==> src/pipe_ctrl_defines.svh <==
`ifndef PIPE_CTRL_DEFINES_SVH
`define PIPE_CTRL_DEFINES_SVH

// fetch queue entries, power of two from 2 up
`define QUEUE_DEPTH 4

// first fetch address after reset
`define RESET_PC 32'h0000_0200

// architectural register count, sizes the register index
`define NUM_REGS 32

`endif

==> src/rv32i_types_pkg.sv <==
`include "pipe_ctrl_defines.svh"

package rv32i_types_pkg;

    localparam int WORD_W = 32;                 // xlen
    localparam int REG_W  = $clog2(`NUM_REGS);  // 5 bits for 32 regs

    // data or address word
    typedef logic [WORD_W-1:0] word_t;

    // register index, x0 never makes a dependency
    typedef logic [REG_W-1:0] regidx_t;

endpackage

==> src/pipe_ctrl_pkg.sv <==
package pipe_ctrl_pkg;

    // one queued instruction, as fetched
    typedef struct packed {
        rv32i_types_pkg::word_t pc;
        rv32i_types_pkg::word_t insn;
    } fetch_entry_t;

    // execute stage record
    typedef struct packed {
        rv32i_types_pkg::word_t   pc;
        rv32i_types_pkg::regidx_t rs1;
        rv32i_types_pkg::regidx_t rs2;
        rv32i_types_pkg::regidx_t rd;
        logic                     reg_write;
        logic                     dren;     // load
        logic                     dwen;     // store
        logic                     csr_read;
    } ex_payload_t;

    // memory stage record, sources no longer needed
    typedef struct packed {
        rv32i_types_pkg::word_t   pc;
        rv32i_types_pkg::regidx_t rd;
        logic                     reg_write;
        logic                     dren;
        logic                     dwen;
        logic                     csr_read;
    } mem_payload_t;

    // trap report to the privilege unit
    typedef struct packed {
        logic                   fault_insn;
        logic                   mal_insn;
        logic                   illegal_insn;
        logic                   fault_l;
        logic                   mal_l;
        logic                   fault_s;
        logic                   mal_s;
        logic                   breakpoint;
        logic                   env;        // ecall
        rv32i_types_pkg::word_t epc;
        rv32i_types_pkg::word_t badaddr;
    } exc_report_t;

endpackage

==> src/fetch_pc_unit.sv <==
`timescale 1ns/100ps
`include "pipe_ctrl_defines.svh"

module fetch_pc_unit (
    input  logic                   clk,
    input  logic                   rst_n,
    input  logic                   pc_en,          // advance or redirect this edge
    input  logic                   npc_sel,        // branch/jump redirect
    input  logic                   insert_priv_pc, // trap or return redirect
    input  rv32i_types_pkg::word_t branch_target,
    input  rv32i_types_pkg::word_t priv_pc,
    output rv32i_types_pkg::word_t pc,
    output logic                   iren
);

    rv32i_types_pkg::word_t next_pc;

    // privilege redirect beats branch, branch beats sequential
    always_comb begin
        if (insert_priv_pc) begin
            next_pc = priv_pc;
        end else if (npc_sel) begin
            next_pc = branch_target;
        end else begin
            next_pc = pc + 32'd4;   // no rv32c, always 4
        end
    end

    always_ff @(posedge clk or negedge rst_n) begin
        if (!rst_n) begin
            pc <= `RESET_PC;
        end else if (pc_en) begin
            pc <= next_pc;
        end
    end

    // fetch always requests, hazard unit drops unwanted returns
    assign iren = 1'b1;

endmodule

==> src/fetch_queue.sv <==
`timescale 1ns/100ps
`include "pipe_ctrl_defines.svh"

module fetch_queue (
    input  logic                        clk,
    input  logic                        rst_n,
    input  logic                        wr_en,
    input  logic                        rd_en,
    input  logic                        flush,      // drop everything
    input  pipe_ctrl_pkg::fetch_entry_t wr_entry,
    output pipe_ctrl_pkg::fetch_entry_t rd_entry,   // head, valid with valid_decode
    output logic                        valid_decode,
    output logic                        is_queue_full
);

    localparam int DEPTH = `QUEUE_DEPTH;
    localparam int PTR_W = $clog2(DEPTH);

    pipe_ctrl_pkg::fetch_entry_t mem [DEPTH];
    logic [PTR_W-1:0]            wr_ptr;
    logic [PTR_W-1:0]            rd_ptr;
    logic [PTR_W:0]              count;     // one extra bit for full
    logic                        do_wr;
    logic                        do_rd;

    assign valid_decode  = (count != '0);
    assign is_queue_full = (count == DEPTH[PTR_W:0]);

    // full refuses writes even with a pop pending
    assign do_wr = wr_en && !is_queue_full;
    assign do_rd = rd_en && valid_decode;

    always_ff @(posedge clk or negedge rst_n) begin
        if (!rst_n) begin
            wr_ptr <= '0;
            rd_ptr <= '0;
            count  <= '0;
        end else if (flush) begin
            wr_ptr <= '0;
            rd_ptr <= '0;
            count  <= '0;
        end else begin
            if (do_wr) begin
                wr_ptr <= wr_ptr + 1'b1;    // wraps, depth is 2^n
            end
            if (do_rd) begin
                rd_ptr <= rd_ptr + 1'b1;
            end
            if (do_wr && !do_rd) begin
                count <= count + 1'b1;
            end else if (do_rd && !do_wr) begin
                count <= count - 1'b1;
            end
        end
    end

    // storage, no reset
    always_ff @(posedge clk) begin
        if (do_wr && !flush) begin
            mem[wr_ptr] <= wr_entry;
        end
    end

    assign rd_entry = mem[rd_ptr];

endmodule

==> src/stage_latch.sv <==
`timescale 1ns/100ps

module stage_latch #(
    parameter type payload_t = logic
) (
    input  logic     clk,
    input  logic     rst_n,
    input  logic     stall,     // hold contents
    input  logic     flush,     // load a bubble, beats stall
    input  logic     in_valid,
    input  payload_t in_data,
    output logic     out_valid,
    output payload_t out_data
);

    always_ff @(posedge clk or negedge rst_n) begin
        if (!rst_n) begin
            out_valid <= 1'b0;
        end else if (flush) begin
            out_valid <= 1'b0;      // bubble
        end else if (!stall) begin
            out_valid <= in_valid;
        end
    end

    // payload only matters while valid
    always_ff @(posedge clk) begin
        if (!stall || flush) begin
            out_data <= in_data;
        end
    end

endmodule

==> src/stage3_hazard_unit.sv <==
`timescale 1ns/100ps

module stage3_hazard_unit (
    input  rv32i_types_pkg::regidx_t  rs1_e,
    input  rv32i_types_pkg::regidx_t  rs2_e,
    input  rv32i_types_pkg::regidx_t  rd_m,
    input  logic                      reg_write,    // mem stage flags
    input  logic                      dren,
    input  logic                      dwen,
    input  logic                      csr_read,
    input  logic                      jump,
    input  logic                      branch,
    input  logic                      mispredict,
    input  logic                      i_mem_busy,
    input  logic                      d_mem_busy,
    input  logic                      ex_busy,
    input  logic                      halt,
    input  logic                      fence_stall,
    input  logic                      ifence,
    input  logic                      fault_insn,
    input  logic                      mal_insn,
    input  logic                      illegal_insn,
    input  logic                      fault_l,
    input  logic                      mal_l,
    input  logic                      fault_s,
    input  logic                      mal_s,
    input  logic                      breakpoint,
    input  logic                      env,
    input  logic                      intr,
    input  logic                      ret,
    input  logic                      insert_pc,
    input  logic                      valid_m,
    input  logic                      valid_e,
    input  logic                      valid_decode,
    input  rv32i_types_pkg::word_t    pc_m,
    input  rv32i_types_pkg::word_t    pc_e,
    input  rv32i_types_pkg::word_t    pc_decode,
    input  rv32i_types_pkg::word_t    pc_f,
    input  rv32i_types_pkg::word_t    badaddr,
    input  logic                      is_queue_full,
    output logic                      pc_en,
    output logic                      npc_sel,
    output logic                      insert_priv_pc,
    output logic                      suppress_iren,
    output logic                      suppress_data,
    output logic                      rollback,
    output logic                      if_ex_stall,
    output logic                      if_ex_flush,
    output logic                      stall_queue,
    output logic                      flush_queue,
    output logic                      ex_mem_stall,
    output logic                      ex_mem_flush,
    output logic                      exc_valid,
    output pipe_ctrl_pkg::exc_report_t exc
);

    logic dmem_access;
    logic branch_jump;
    logic wait_for_imem;
    logic wait_for_dmem;
    logic rs1_match;
    logic rs2_match;
    logic cannot_forward;
    logic mem_use_stall;
    logic exception;
    logic intr_ok;          // interrupt with no exception pending
    logic ex_flush_hazard;
    logic ctrl_hazard;

    // load-use, x0 never matches
    assign rs1_match      = (rs1_e == rd_m) && (rd_m != '0);
    assign rs2_match      = (rs2_e == rd_m) && (rd_m != '0);
    assign cannot_forward = dren || csr_read;   // value only exists after mem
    // bubbles write nothing
    assign mem_use_stall  = valid_m && valid_e && reg_write && cannot_forward
                         && (rs1_match || rs2_match);

    assign dmem_access   = valid_m && (dren || dwen);   // bubble never touches dmem
    assign branch_jump   = jump || (branch && mispredict);
    assign wait_for_imem = i_mem_busy && !suppress_iren;
    assign wait_for_dmem = dmem_access && d_mem_busy && !suppress_data;

    assign exception = fault_insn | mal_insn | illegal_insn
                     | fault_l | mal_l | fault_s | mal_s
                     | breakpoint | env;
    assign intr_ok   = intr && !exception;

    // interrupt lets an outstanding dmem op finish first
    assign ex_flush_hazard = exception
                          || (intr_ok && !wait_for_dmem)
                          || ret
                          || (ifence && !fence_stall);     // refetch after fence
    assign ctrl_hazard     = ex_flush_hazard || branch_jump;

    assign npc_sel        = branch_jump;
    assign insert_priv_pc = insert_pc;
    assign rollback       = ifence && !fence_stall;
    assign suppress_iren  = ctrl_hazard || insert_pc;  // fetch about to be thrown away
    assign suppress_data  = exception;                  // never touch a faulting address

    // mem stage slow stalls everyone
    assign ex_mem_stall = wait_for_dmem || fence_stall || halt;

    // busy execute yields to control hazards
    assign stall_queue = ex_mem_stall
                      || (ex_busy && !ctrl_hazard)
                      || mem_use_stall
                      || fence_stall;

    assign flush_queue  = ctrl_hazard;
    assign ex_mem_flush = ctrl_hazard || (stall_queue && !ex_mem_stall);   // bubble into mem
    assign if_ex_stall  = is_queue_full || fence_stall;
    assign if_ex_flush  = ctrl_hazard || wait_for_imem;   // drop the fetch slot

    // pc moves when fetch can hand off, or on any redirect
    assign pc_en = (!if_ex_stall && !wait_for_imem)
                || branch_jump
                || insert_pc
                || ret;

    assign exc_valid = exception || (intr_ok && !wait_for_dmem);

    always_comb begin
        exc.fault_insn   = fault_insn;
        exc.mal_insn     = mal_insn;
        exc.illegal_insn = illegal_insn;
        exc.fault_l      = fault_l;
        exc.mal_l        = mal_l;
        exc.fault_s      = fault_s;
        exc.mal_s        = mal_s;
        exc.breakpoint   = breakpoint;
        exc.env          = env;
        exc.badaddr      = badaddr;
        // oldest valid insn, mem skipped on interrupt since it completes
        if (valid_m && !intr_ok) begin
            exc.epc = pc_m;
        end else if (valid_e) begin
            exc.epc = pc_e;
        end else if (valid_decode) begin
            exc.epc = pc_decode;
        end else begin
            exc.epc = pc_f;
        end
    end

endmodule

==> src/pipeline_ctrl_top.sv <==
`timescale 1ns/100ps

module pipeline_ctrl_top (
    input  logic                       clk,
    input  logic                       rst_n,
    input  rv32i_types_pkg::word_t     imem_rdata,     // insn at pc
    input  logic                       i_mem_busy,
    input  logic                       d_mem_busy,
    input  rv32i_types_pkg::regidx_t   rs1_d,          // decoder, queue head
    input  rv32i_types_pkg::regidx_t   rs2_d,
    input  rv32i_types_pkg::regidx_t   rd_d,
    input  logic                       reg_write_d,
    input  logic                       dren_d,
    input  logic                       dwen_d,
    input  logic                       csr_read_d,
    input  logic                       jump,           // execute outcome
    input  logic                       branch,
    input  logic                       mispredict,
    input  rv32i_types_pkg::word_t     branch_target,
    input  logic                       ex_busy,
    input  logic                       halt,
    input  logic                       fence_stall,
    input  logic                       ifence,
    input  logic                       fault_insn,
    input  logic                       mal_insn,
    input  logic                       illegal_insn,
    input  logic                       fault_l,
    input  logic                       mal_l,
    input  logic                       fault_s,
    input  logic                       mal_s,
    input  logic                       breakpoint,
    input  logic                       env,
    input  logic                       intr,           // privilege unit
    input  logic                       ret,
    input  logic                       insert_pc,
    input  rv32i_types_pkg::word_t     priv_pc,
    input  rv32i_types_pkg::word_t     badaddr,
    output rv32i_types_pkg::word_t     pc,
    output logic                       iren,
    output rv32i_types_pkg::word_t     decode_insn,    // to the decoder
    output logic                       valid_decode,
    output logic                       stall_queue,
    output logic                       flush_queue,
    output logic                       ex_mem_stall,
    output logic                       ex_mem_flush,
    output logic                       if_ex_flush,
    output logic                       exc_valid,
    output pipe_ctrl_pkg::exc_report_t exc
);

    logic                         pc_en;
    logic                         npc_sel;
    logic                         insert_priv_pc;
    logic                         if_ex_stall;
    logic                         is_queue_full;
    logic                         q_wr;
    logic                         valid_e;
    logic                         valid_m;
    pipe_ctrl_pkg::fetch_entry_t  q_in;
    pipe_ctrl_pkg::fetch_entry_t  q_head;
    pipe_ctrl_pkg::ex_payload_t   ex_in;
    pipe_ctrl_pkg::ex_payload_t   ex_q;
    pipe_ctrl_pkg::mem_payload_t  mem_in;
    pipe_ctrl_pkg::mem_payload_t  mem_q;

    // take the returned insn unless fetch is stalled or dropped
    assign q_wr        = iren && !i_mem_busy && !if_ex_flush && !if_ex_stall;
    assign q_in.pc     = pc;
    assign q_in.insn   = imem_rdata;
    assign decode_insn = q_head.insn;

    always_comb begin
        ex_in.pc        = q_head.pc;
        ex_in.rs1       = rs1_d;
        ex_in.rs2       = rs2_d;
        ex_in.rd        = rd_d;
        ex_in.reg_write = reg_write_d;
        ex_in.dren      = dren_d;
        ex_in.dwen      = dwen_d;
        ex_in.csr_read  = csr_read_d;
        mem_in.pc        = ex_q.pc;    // sources dropped past execute
        mem_in.rd        = ex_q.rd;
        mem_in.reg_write = ex_q.reg_write;
        mem_in.dren      = ex_q.dren;
        mem_in.dwen      = ex_q.dwen;
        mem_in.csr_read  = ex_q.csr_read;
    end

    fetch_pc_unit fetch_pc_unit_i (
        .clk, .rst_n, .pc_en, .npc_sel, .insert_priv_pc,
        .branch_target, .priv_pc, .pc, .iren
    );

    fetch_queue fetch_queue_i (
        .clk, .rst_n,
        .wr_en(q_wr), .rd_en(valid_decode && !stall_queue), .flush(flush_queue),
        .wr_entry(q_in), .rd_entry(q_head), .valid_decode, .is_queue_full
    );

    stage_latch #(.payload_t(pipe_ctrl_pkg::ex_payload_t)) ex_latch_i (
        .clk, .rst_n, .stall(stall_queue), .flush(flush_queue),
        .in_valid(valid_decode), .in_data(ex_in), .out_valid(valid_e), .out_data(ex_q)
    );

    stage_latch #(.payload_t(pipe_ctrl_pkg::mem_payload_t)) mem_latch_i (
        .clk, .rst_n, .stall(ex_mem_stall), .flush(ex_mem_flush),
        .in_valid(valid_e), .in_data(mem_in), .out_valid(valid_m), .out_data(mem_q)
    );

    stage3_hazard_unit hazard_i (
        .rs1_e(ex_q.rs1), .rs2_e(ex_q.rs2), .rd_m(mem_q.rd),
        .reg_write(mem_q.reg_write), .dren(mem_q.dren), .dwen(mem_q.dwen),
        .csr_read(mem_q.csr_read),
        .jump, .branch, .mispredict, .i_mem_busy, .d_mem_busy, .ex_busy, .halt,
        .fence_stall, .ifence,
        .fault_insn, .mal_insn, .illegal_insn, .fault_l, .mal_l, .fault_s, .mal_s,
        .breakpoint, .env, .intr, .ret, .insert_pc,
        .valid_m, .valid_e, .valid_decode,
        .pc_m(mem_q.pc), .pc_e(ex_q.pc), .pc_decode(q_head.pc), .pc_f(pc),
        .badaddr, .is_queue_full,
        .pc_en, .npc_sel, .insert_priv_pc,
        .suppress_iren(), .suppress_data(), .rollback(),
        .if_ex_stall, .if_ex_flush, .stall_queue, .flush_queue,
        .ex_mem_stall, .ex_mem_flush, .exc_valid, .exc
    );

endmodule

==> config.mk <==
export PLATFORM = sky130hd
export DESIGN_NAME = pipeline_ctrl_top
export DESIGN_NICKNAME = d
export VERILOG_FILES = /design/src/rv32i_types_pkg.sv /design/src/pipe_ctrl_pkg.sv /design/src/fetch_pc_unit.sv /design/src/fetch_queue.sv /design/src/stage_latch.sv /design/src/stage3_hazard_unit.sv /design/src/pipeline_ctrl_top.sv
export VERILOG_INCLUDE_DIRS = /design/src
export SDC_FILE = /design/constraint.sdc
export NUM_CORES = 1
export LEC_CHECK = 0
export BUFFER_PORTS_ARGS = -buffer_cell sky130_fd_sc_hd__buf_4
export CAP_MARGIN = 25
export CORE_ASPECT_RATIO = 2
export CORE_UTILIZATION = 34
export DETAILED_ROUTE_END_ITERATION = 16
export PLACE_DENSITY_LB_ADDON = 0.1
export SYNTH_ARGS = -nofsm -noshare
export SYNTH_HDL_FRONTEND = slang
export SYNTH_SLANG_ARGS = --single-unit
export TNS_END_PERCENT = 30
==> constraint.sdc <==
create_clock -name clk -period 3.2 [get_ports clk]
set_clock_uncertainty 0.1 [all_clocks]
set_input_delay 0.64 -clock clk [delete_from_list [all_inputs] [get_ports clk]]
set_output_delay 0.64 -clock clk [all_outputs]
set_load 0.05 [all_outputs]
Yosys cells after proc, flatten, opt, wreduce, memory -nomap -nowiden --
Memory sizes are Yosys's and may differ from the RTL's. Cells that the tools add are included. Widths: inputs -> output; s select.
Storage, ports and cells: input bits 170, memory bits (writable) 256, output and inout bits 145, memories kept 1, bits in registers 133
Memories:
- fetch_queue_i.mem | words 4, bits a word 64, read ports 1, clocked after memory_dff 0, wr ports 1, RTL line fetch_queue.sv:19 | pipe_ctrl_pkg::fetch_entry_t mem [DEPTH];
Operators by class: add/sub/neg operators 5, bitwise logic cells 8, eq/ne operators 5, reductions and logical operators 68, muxes and demuxes 18
Operators with widths (count):
- $mux 32 | 5
- $add 32x3->32 const B | 1
- $logic_and 1x1->1 | 26
- $logic_or 1x1->1 | 22
- $logic_not 1->1 | 15
- $eq 5x5->1 | 2
- $mux 3 | 3
- $mux 2 | 4
- $or 1x1->1 | 8
- $mux 1 | 6
- $reduce_bool 3->1 | 2
- $reduce_bool 5->1 | 1
- $add 2x1->2 const B | 2
- $ne 2x2->1 const B | 2
- $reduce_bool 2->1 | 2
- $add 3x1->3 const B | 1
- $eq 3x3->1 const B | 1
- $sub 3x1->3 const B | 1

Depth between registers and ports, before layout --
Gate-level depths: netlist of run 1.
depth after elaboration 29, depth in mapped cells 12

By module --
From an unflattened synthesis of run 1, not the netlist that was laid out.
Second synthesis, totals: cells, all modules 1064, area, all modules 16744.8 sq um
By module, submodules not included:
- fetch_queue | sequential area each 7862.5 sq um, cells an instance 395, area an instance 9789.4 sq um, times used 1
- fetch_pc_unit | sequential area each 802.0 sq um, cells an instance 296, area an instance 2459.9 sq um, times used 1
- stage3_hazard_unit | sequential area each 0.0 sq um, cells an instance 271, area an instance 1621.6 sq um, times used 1
- stage_latch at ex_latch_i | sequential area each 1556.5 sq um, cells an instance 55, area an instance 1576.5 sq um, times used 1
- stage_latch at mem_latch_i | sequential area each 1256.2 sq um, cells an instance 45, area an instance 1276.2 sq um, times used 1
- pipeline_ctrl_top | sequential area each 0.0 sq um, cells an instance 2, area an instance 21.3 sq um, times used 1

Worst setup path after synthesis of run 1 --
OpenSTA, ideal clock, no wires.
path type input -> register, start point input port fault_l, end point register ex_latch_i.out_data[0] (netlist name), enable pin, required time 2.496 ns, setup time 0.604 ns, arrival 3.520 ns, buffers on the path 0, cell stages on the path 7, setup slack -1.024 ns, cell sequence or4_4 > nor4_4 > a211o_1 > a21o_2 > nor2_1 > inv_1 > nand2_1
RTL lines:
- start: declaration | RTL line pipeline_ctrl_top.sv:27 | input logic fault_l,
- $or 1x1->1 (4 in a row) | RTL line stage3_hazard_unit.sv:84 | | fault_l | mal_l | fault_s | mal_s
- $or 1x1->1 (2 in a row) | RTL line stage3_hazard_unit.sv:85 | | breakpoint | env;
- $logic_not 1->1 | RTL line stage3_hazard_unit.sv:81 | assign wait_for_dmem = dmem_access && d_mem_busy && !suppress_data;
- $logic_and 1x1->1 | RTL line stage3_hazard_unit.sv:81
- $logic_or 1x1->1 (2 in a row) | RTL line stage3_hazard_unit.sv:102 | assign ex_mem_stall = wait_for_dmem || fence_stall || halt;
- via ex_mem_stall | RTL line pipeline_ctrl_top.sv:44 | output logic ex_mem_stall,
- $logic_or 1x1->1 | RTL line stage3_hazard_unit.sv:106 | || (ex_busy && !ctrl_hazard)
- $logic_or 1x1->1 | RTL line stage3_hazard_unit.sv:107 | || mem_use_stall
- $logic_or 1x1->1 | RTL line stage3_hazard_unit.sv:108 | || fence_stall;
- via stall_queue | RTL line pipeline_ctrl_top.sv:42 | output logic stall_queue,
- $logic_not 1->1
- $logic_or 1x1->1 | RTL line stage_latch.sv:28 | if (!stall || flush) begin
- end signal: assignment | RTL line stage_latch.sv:29 | out_data <= in_data;
- end: declaration | RTL line stage_latch.sv:13 | output payload_t out_data
The timed path passes the listed nets, and every way through them passes these cells. A chain may end at the register's enable or synchronous reset.

==> results of run 1 <==
[synthesized netlist by cell type (10+ instances only)]
cell / number
a211oi_1: 11
a21oi_1: 72
buf_4: 44
clkbuf_1: 38
dfrtp_1: 40
edfxtp_1: 348
inv_1: 14
mux2i_1: 35
mux4_2: 64
nand2_1: 81
nand3_1: 12
nand4_1: 11
nor2_1: 73
nor3_1: 10
o21ai_0: 67
xnor2_1: 12
xor2_1: 11
[logic make-up (layout without fill, tap and decap cells)]
logic type,count (synthesis),after routing,share of synthesized area (%)
xor+xnor,23,23,1.23
other cells,1,1,0.0229
fa+ha+maj,7,7,0.580
flops,389,389,70.0
compound gates,198,198,7.16
mux,99,99,10.9
simple gates,223,223,6.31
buf+inv,117,421,3.81
[worst max path at each step]
stage	start	end	slack, ps	depth (start not counted)
floorplan	fault_l	exc[32]	-320	4
global placement	fault_l	exc[57]	-40	8
detailed placement	fault_l	exc[54]	-40	8
CTS	fetch_queue_i.rd_ptr[0]$_DFFE_PN0P_	exc[36]	-80	7
global route	fetch_queue_i.rd_ptr[0]$_DFFE_PN0P_	exc[36]	-130	8
finish	fetch_queue_i.rd_ptr[0]$_DFFE_PN0P_	exc[42]	-40	8
[registers in the layout, summed over array words and instances (netlist names)]
register and flops:
fetch_queue_i.rd_ptr 2, fetch_queue_i.count 3, mem_latch_i.out_valid 1, ex_latch_i.out_valid 1, fetch_queue_i.wr_ptr 2, fetch_pc_unit_i.pc 32, fetch_queue_i.mem 256, mem_latch_i.out_data 41
ex_latch_i.out_data 51
[report_power, final]
group          internal, mW  switching (mW)
sequential             5.62           0.129
combinational         0.447           0.777
clock                  2.50            1.95
total                  8.56            2.85
[metrics by stage]
step | instance area, um^2 | power (mW)
2_1_floorplan | 16400 | 6.59
3_3_place_gp | 19300 | 7.04
3_5_place_dp | 19300 | 7.05
4_1_cts | 20700 | 11.5
5_1_grt | 21000 | 11.8
6_report | 21000 | 11.4
[metal layers]
layer	part of all wire [%]	vias to the layer above	global-route usage, %
met5	0	-	0
met4	2.5	0	5.87
met3	5.7	68	4.12
met2	54	236	33.5
met1	37	4986	20.7
li1	-	4602	-
[area by class of cell]
class,count,area [um^2],share of cell area [%]
Sequential cell,389,11500,54.7
Tap cell,632,791,3.77
Timing Repair Buffer,336,3010,14.3
Multi-Input combinational cell,551,4450,21.2
Clock buffer,46,1000,4.77
Inverter,16,60.1,0.286
Clock inverter,23,200,0.953
[timing repair]
item / 4_1_cts / 5_1_grt
endpoints found under the setup margin: 32 / 48
cloned: 1 / 3
resized for setup: 21 / 37
pin swaps: 0 / 12
setup buffers: 10 / 9
hold buffers: 0 / 0
==> flow_metrics.py, run 1 <==
metrics = {
    "outcome": {
        "status": "finished with violations",
        "violations": "setup timing",
    },
    "floorplan": {
        "core_um2": 47500,
        "initial_utilization_pct": 34.5,
        "ios": 315,
        "rows": 113,
        "die_area_um2": 49200,
        "die-width_um": 157,
        "dieHeight_um": 313,
    },
    "layout": {
        "n_antenna_cell": 0,
        "fin_cells": 1993,
        "final_common_cell": "edfxtp_1",
        "post-route-util_pct": 44.2,
        "fillers": 4371,
        "drive_above_1_share_pct": 36.4,
        "layout_common_cells": "348 x edfxtp_1, 279 x buf_4, 79 x nand2_1",
        "fin_nets": 1509,
        "syn2layout_area_growth_pct": 28.0,
    },
    "global_route": {
        "grt_max_degree": 70,
        "antenna_found_initial": 0,
        "grt_use_total_pct": 18.3,
        "gr-total-overflow": 0,
        "grt_pass1_vias": 10400,
        "grt_first_pass_wirelength_mm": 65.5,
    },
    "setup_path": {
        "critical_path_peak_fanout": 5,
        "reg2reg_slack_ps": 340,
        "crit_buf_inv": 3,
        "start_kind": "flip-flop",
        "endpoint_kind": "output pin",
        "cp_top_family": "multiplexers",
        "cp_slowest_cell": "dfrtp_4",
        "timing.rr.start": "mem_latch_i.out_data[5]$_DFFE_PP_",
        "cp.required_ps": 2460,
        "ff2ff_path_depth": 11,
        "critical_path_arrival_ps": 2500,
        "cp_cell_sequence": "buf_12, clkbuf_16, mux4_2, mux2i_1, nor2_1, a21oi_2, o21ai_2, buf_6",
        "max_stage_delay_ps": 510,
        "r2r_end": "fetch_queue_i.count[2]$_DFFE_PN0P_",
        "path_class": "reg -> out",
    },
    "clocking": {
        "numCtsBuffers": 38,
        "max-clock-path-buffers": 3,
        "clock-sinks": 389,
        "clockRootBuffer": "clkbuf_16",
        "cts_tree": "built",
        "worstSkewPairLatency_ps": 540,
        "path_clk_slew_ps": 70,
        "htree_levels": 2,
    },
    "logic_synthesis": {
        "synth_edf_count": 348,
        "yosys-top-cells-area": "edfxtp_1 64%, mux4_2 8.8%, dfrtp_1 6.1%",
        "yosysSeqAreaShare_pct": 70.0,
        "yosysWarningCount": 0,
        "ys.flop_type": "edfxtp_1",
        "synth_top_cell_area_share_pct": 63.7,
        "synthArstFlopShare_pct": 10.5,
        "syn_nets": 1234,
        "yosys.area.top_type": "edfxtp_1",
        "synthDistinctLibCells": 59,
        "synth_cells": 1057,
        "synth.avg_cell_area_um2": 15.5,
        "synth-seq-cells": 389,
        "netlist_area_um2": 16400,
    },
    "place": {
        "routabilityCongestion": 0.733,
        "dp_hpwl_mm": 30.0,
        "io_buffer_count": 249,
        "dp_slack_ps": -44.3,
        "dpl.cell_count": 1901,
    },
    "route": {
        "post-route-drc-count": 0,
        "drt-wirelength-per-cell_um": 22.4,
        "num_vias": 9892,
        "avgViaCountPerCell": 4.96,
        "drt-pass1-iter-count": 4,
        "totalWireLength_mm": 44.6,
        "antenna_left": 0,
        "dr.first_iter.drc_count": 470,
    },
    "timing": {
        "fin_crit_sh_pct": 101,
        "min_period_ps": 3240,
        "relSlewSlack_pct": 38.1,
        "max_freq_mhz": 309,
        "setup_ws_ps": -35.9,
        "fin_setup_tns_ps": -101,
        "tightest_slew_ps": 929,
        "fin_hold_ws_ps": 30.8,
        "drv_slew": 0,
        "hold_violations": 0,
        "rsz0062_at_grt": "yes",
        "setup_viol": 5,
    },
    "power": {
        "p_per_area_nw_per_um2": 544,
        "vdd_ir_drop_max_mv": 0.435,
        "leakage_nw": 7.44,
    },
    "hold_path": {
        "min_path_type": "in -> async",
    },
    "run": {
        "maxCapViolCount": 0,
    },
}
(Power assumes the default switching activity.)
==> run 2, diff against run 1 <==
--- a/config.mk
+++ b/config.mk
@@ -8,8 +8,8 @@
 export LEC_CHECK = 0
 export BUFFER_PORTS_ARGS = -buffer_cell sky130_fd_sc_hd__buf_4
 export CAP_MARGIN = 25
-export CORE_ASPECT_RATIO = 2
 export CORE_UTILIZATION = 34
+export CTS_CLUSTER_SIZE = 20
 export DETAILED_ROUTE_END_ITERATION = 16
 export PLACE_DENSITY_LB_ADDON = 0.1
 export SYNTH_ARGS = -nofsm -noshare
==> flow_metrics.py, run 2 (synthesized netlist as in run 1, its figures left out) <==
metrics = {
    "route": {
        "avgViaCountPerCell": 5.05,
        "drt-pass1-iter-count": 4,
        "dr.first_iter.drc_count": 717,
        "totalWireLength_mm": 45.9,
        "num_vias": 10000,
        "antenna_left": 0,
        "post-route-drc-count": 0,
        "drt-wirelength-per-cell_um": 23.0,
    },
    "global_route": {
        "antenna_found_initial": 1,
        "grt_max_degree": 45,
        "grt_use_total_pct": 18.8,
        "grt_first_pass_wirelength_mm": 68.3,
        "grt_pass1_vias": 10500,
        "gr-total-overflow": 0,
    },
    "setup_path": {
        "critical_path_arrival_ps": 2530,
        "reg2reg_slack_ps": 220,
        "cp.required_ps": 2460,
        "critical_path_peak_fanout": 10,
        "cp_slowest_cell": "or4_4",
        "ff2ff_path_depth": 11,
        "max_stage_delay_ps": 540,
        "crit_top_cell": "buf_4",
        "timing.rr.start": "mem_latch_i.out_data[6]$_DFFE_PP_",
        "start_kind": "input port",
        "path_class": "in -> out",
        "r2r_end": "fetch_queue_i.count[2]$_DFFE_PN0P_",
        "cp_cell_sequence": "buf_4, or4_4, nor4_4, buf_4, a21boi_4, bufbuf_16, o21ai_1, buf_6",
        "endpoint_kind": "output pin",
    },
    "clocking": {
        "clockRootBuffer": "clkbuf_16",
        "clock-sinks": 389,
        "max-clock-path-buffers": 3,
        "worstSkewPairLatency_ps": 580,
        "hold_buffers": 0,
        "numCtsBuffers": 44,
        "htree_levels": 2,
        "cts_tree": "built",
        "path_clk_slew_ps": 60,
    },
    "layout": {
        "drive_above_1_share_pct": 37.9,
        "top_register": "fetch_queue_i.mem",
        "top_regs": "fetch_queue_i.mem x256, ex_latch_i.out_data x51, mem_latch_i.out_data x41",
        "largest_reg_flops": 256,
        "fin_area_um2": 21400,
        "post-route-util_pct": 44.8,
        "fin_nets": 1516,
        "syn2layout_area_growth_pct": 30.2,
        "layout_common_cells": "348 x edfxtp_1, 270 x buf_4, 79 x nand2_1",
        "final_common_cell": "edfxtp_1",
    },
    "timing": {
        "relSlewSlack_pct": 34.0,
        "tightest_slew_ps": 991,
        "max_freq_mhz": 305,
        "rsz0062_at_grt": "yes",
        "drv_slew": 0,
        "hold_violations": 0,
        "setup_ws_ps": -74.4,
        "fin_crit_sh_pct": 102,
        "setup_viol": 10,
        "min_period_ps": 3270,
        "fin_hold_ws_ps": 1.83,
    },
    "power": {
        "vdd_ir_drop_max_mv": 0.417,
        "leakage_nw": 7.57,
        "p_per_area_nw_per_um2": 558,
    },
    "floorplan": {
        "dieHeight_um": 222,
        "initial_utilization_pct": 34.4,
        "ios": 315,
        "die-width_um": 222,
        "die_area_um2": 49100,
        "rows": 80,
        "core_um2": 47600,
    },
    "place": {
        "io_buffer_count": 249,
        "dp_hpwl_mm": 29.8,
        "placed_cell_area_um2": 19400,
        "routabilityCongestion": 0.781,
    },
    "outcome": {
        "status": "finished with violations",
        "violations": "setup timing",
    },
    "hold_path": {
        "min_path_type": "in -> async",
    },
    "run": {
        "maxCapViolCount": 0,
    },
}
==> run 2: where the power goes <==
group	leakage, nW	internal, mW	switching [mW]	total [mW]
clock	0.670	2.89	2.04	4.93
sequential	3.78	5.62	0.119	5.74
combinational	3.12	0.449	0.800	1.25
total	7.57	8.96	2.96	11.9
==> run 2: layout make-up <==
cell class	count	area, um^2
sequential	389	11500
clock inverter	26	250
fill	4258	26300
tap	615	769
inverter	16	60.1
multi-input combinational	552	4530
timing repair buffer	336	3100
clock buffer	55	1150
antenna	1	2.50
==> run 2: how the worst max path moves through the flow <==
stage               endpoint  slack (ps)  cells past startpoint                                 from
finish               exc[36]         -70                      8                              fault_l
floorplan            exc[32]        -320                      4                              fault_l
CTS                  exc[49]        -100                      8  fetch_queue_i.rd_ptr[0]$_DFFE_PN0P_
detailed placement   exc[63]        -130                      7                              fault_l
global route         exc[38]        -170                      8  fetch_queue_i.rd_ptr[0]$_DFFE_PN0P_
global placement     exc[63]        -170                      7                              fault_l
==> run 2: metal layers <==
layer	part of all wire, %	wire [um]	vias to the layer above	GRT usage [%]
li1	-	-	4634	-
met1	45	20400	5070	25.7
met2	47	21500	273	29.6
met3	6.4	2930	70	5.27
met4	2.0	935	2	4.95
met5	0.037	17	-	0
==> run 2: timing repair <==
action,CTS,global route
buffers inserted,12,1
pin swaps,3,2
endpoints found under the setup margin,49,48
resized for setup,54,29
cloned,5,0
==> run 2: critical path, delay by kind of cell <==
family	cells	cell delay [ps]
buf+inv	4	790
simple gates	2	790
compound gates	2	310
==> run 2: metrics by stage <==
| step | total power, mW | cells | worst slack, ps | TNS (ps) |
|---|---|---|---|---|
| after detailed placement | 7.06 | 1890 | -134 | -1920 |
| after global routing | 12.4 | 1989 | -169 | -2990 |
| after global placement | 7.05 | 1890 | -170 | -1800 |
| after CTS | 12.1 | 1988 | -95.0 | -1120 |
| final | 11.9 | 1990 | -74.4 | -363 |
| after floorplan | 6.59 | 1057 | -316 | -22250 |
==> run 3, diff against run 2 <==
--- a/config.mk
+++ b/config.mk
@@ -8,11 +8,13 @@
 export LEC_CHECK = 0
 export BUFFER_PORTS_ARGS = -buffer_cell sky130_fd_sc_hd__buf_4
 export CAP_MARGIN = 25
+export CORE_MARGIN = 4
 export CORE_UTILIZATION = 34
 export CTS_CLUSTER_SIZE = 20
 export DETAILED_ROUTE_END_ITERATION = 16
 export PLACE_DENSITY_LB_ADDON = 0.1
 export SYNTH_ARGS = -nofsm -noshare
 export SYNTH_HDL_FRONTEND = slang
+export SYNTH_HIERARCHICAL = 1
 export SYNTH_SLANG_ARGS = --single-unit
 export TNS_END_PERCENT = 30
==> flow_metrics.py, run 3 <==
metrics = {
    "clocking": {
        "numCtsBuffers": 44,
        "htree_levels": 2,
        "clockRootBuffer": "clkbuf_16",
        "cts_tree": "built",
        "max-clock-path-buffers": 3,
        "path_clk_slew_ps": 60,
        "clock-sinks": 389,
        "worstSkewPairLatency_ps": 560,
    },
    "hold_path": {
        "hold_path_depth": 1,
        "worstHoldEndpoint": "ex_latch_i/out_data[7]$_DFFE_PP_",
        "min-delay-start": "rd_d[3]",
        "min_path_type": "in -> reg",
    },
    "logic_synthesis": {
        "synth_cells": 1062,
        "yosysWarningCount": 6,
        "syn_nets": 1238,
        "synth.avg_cell_area_um2": 15.8,
        "netlist_area_um2": 16700,
    },
    "floorplan": {
        "die_area_um2": 52800,
        "ios": 315,
        "core_um2": 48700,
        "initial_utilization_pct": 34.3,
        "dieHeight_um": 230,
        "die-width_um": 230,
        "rows": 81,
    },
    "timing": {
        "hold_violations": 0,
        "fin_crit_sh_pct": 101,
        "tightest_slew_ps": 637,
        "rsz0062_at_grt": "yes",
        "setup_ws_ps": -41.7,
        "drv_slew": 0,
        "setup_viol": 15,
        "relSlewSlack_pct": 57.6,
        "max_freq_mhz": 308,
        "min_period_ps": 3240,
        "fin_setup_tns_ps": -370,
    },
    "outcome": {
        "status": "finished with violations",
        "violations": "setup timing",
    },
    "setup_path": {
        "reg2reg_slack_ps": 220,
        "cp_top_family": "multiplexers",
        "crit_buf_inv": 3,
        "max_stage_delay_ps": 520,
        "path_class": "reg -> out",
        "cp_cell_sequence": "buf_12, buf_16, mux4_2, mux2i_1, nor2_1, a21oi_1, o21ai_2, buf_6",
        "critical_path_peak_fanout": 5,
        "endpoint_kind": "output pin",
        "ff2ff_path_depth": 12,
        "cp.required_ps": 2460,
        "r2r_end": "fetch_queue_i/count[2]$_DFFE_PN0P_",
        "critical_path_arrival_ps": 2500,
        "timing.rr.start": "mem_latch_i/out_data[2]$_DFFE_PP_",
        "start_kind": "flip-flop",
        "cp_slowest_cell": "mux4_2",
    },
    "run": {
        "maxCapViolCount": 0,
    },
    "layout": {
        "fillers": 4408,
        "n_antenna_cell": 0,
        "layout_common_cells": "348 x edfxtp_1, 300 x buf_4, 64 x mux4_2",
        "post-route-util_pct": 44.3,
        "drive_above_1_share_pct": 38.3,
        "fin_nets": 1533,
        "final_common_cell": "edfxtp_1",
        "top_register": "fetch_queue_i/mem",
        "syn2layout_area_growth_pct": 29.1,
        "largest_reg_flops": 256,
        "fin_area_um2": 21600,
        "top_regs": "fetch_queue_i/mem x256, ex_latch_i/out_data x51, mem_latch_i/out_data x41",
    },
    "power": {
        "p_per_area_nw_per_um2": 547,
        "vdd_ir_drop_max_mv": 0.290,
        "leakage_nw": 7.74,
    },
    "place": {
        "routabilityCongestion": 0.747,
        "dp_hpwl_mm": 32.2,
        "dp_slack_ps": -126,
        "placed_cell_area_um2": 19800,
        "io_buffer_count": 249,
    },
    "global_route": {
        "grt_pass1_vias": 10900,
        "antenna_found_initial": 0,
        "grt_max_degree": 52,
        "grt_use_total_pct": 17.7,
        "grt_first_pass_wirelength_mm": 70.4,
        "gr-total-overflow": 0,
    },
    "route": {
        "totalWireLength_mm": 47.2,
        "avgViaCountPerCell": 5.07,
        "num_vias": 10400,
        "drt-pass1-iter-count": 5,
        "antenna_left": 0,
        "drt-wirelength-per-cell_um": 22.9,
        "post-route-drc-count": 0,
        "dr.first_iter.drc_count": 588,
    },
}
run 3: through the flow:
| step | hold WS, ps | total power [mW] | instances |
|---|---|---|---|
| 2_1_floorplan | 244 | 6.55 | 1062 |
| 3_3_place_gp | 302 | 7.04 | 1959 |
| 3_5_place_dp | 305 | 7.04 | 1959 |
| 4_1_cts | 113 | 12.0 | 2055 |
| 5_1_grt | 126 | 12.3 | 2057 |
| 6_report | 155 | 11.8 | 2057 |
run 3: routing by layer:
metal	GRT usage, %	part of all wire (%)
met3	3.91	5.9
met5	0	0
met4	5.43	2.5
met1	23.7	44
met2	28.9	48
run 3: worst max-delay path by stage:
stage                                                    from                            endpoint  slack (ps)  cells after the start
final                     fetch_queue_i/rd_ptr[0]$_DFFE_PN0P_                             exc[60]         -40                      8
after global routing      fetch_queue_i/rd_ptr[0]$_DFFE_PN0P_                             exc[52]        -180                      8
after CTS                 fetch_queue_i/rd_ptr[0]$_DFFE_PN0P_                             exc[54]        -100                      8
after detailed placement                                  env  fetch_queue_i/count[2]$_DFFE_PN0P_        -130                     12
after global placement                                    env  fetch_queue_i/mem[3][27]$_DFFE_PP_         -80                     11
after floorplan                                           env  fetch_queue_i/count[2]$_DFFE_PN0P_        -610                     12
run 3: layout make-up:
class | count | area, um^2 | area share [%]
Inverter | 18 | 67.6 | 0.313
Multi-Input combinational cell | 552 | 4720 | 21.8
Tap cell | 664 | 831 | 3.85
Sequential cell | 389 | 11500 | 53.2
Clock buffer | 58 | 1260 | 5.82
Timing Repair Buffer | 352 | 3090 | 14.3
Clock inverter | 24 | 151 | 0.701
run 3: power by group:
group,internal [mW],switching [mW]
combinational,0.448,0.798
sequential,5.62,0.102
clock,2.84,2.00
total,8.91,2.90
run 3: what timing repair did:
item | in CTS | in global routing
gates cloned | 4 | 0
resized for setup | 69 | 10
endpoints found under the setup margin | 64 | 32
pin swaps | 4 | 5
hold endpoints to repair | 32 | 0
hold buffers | 1 | 0
setup buffers | 10 | 2
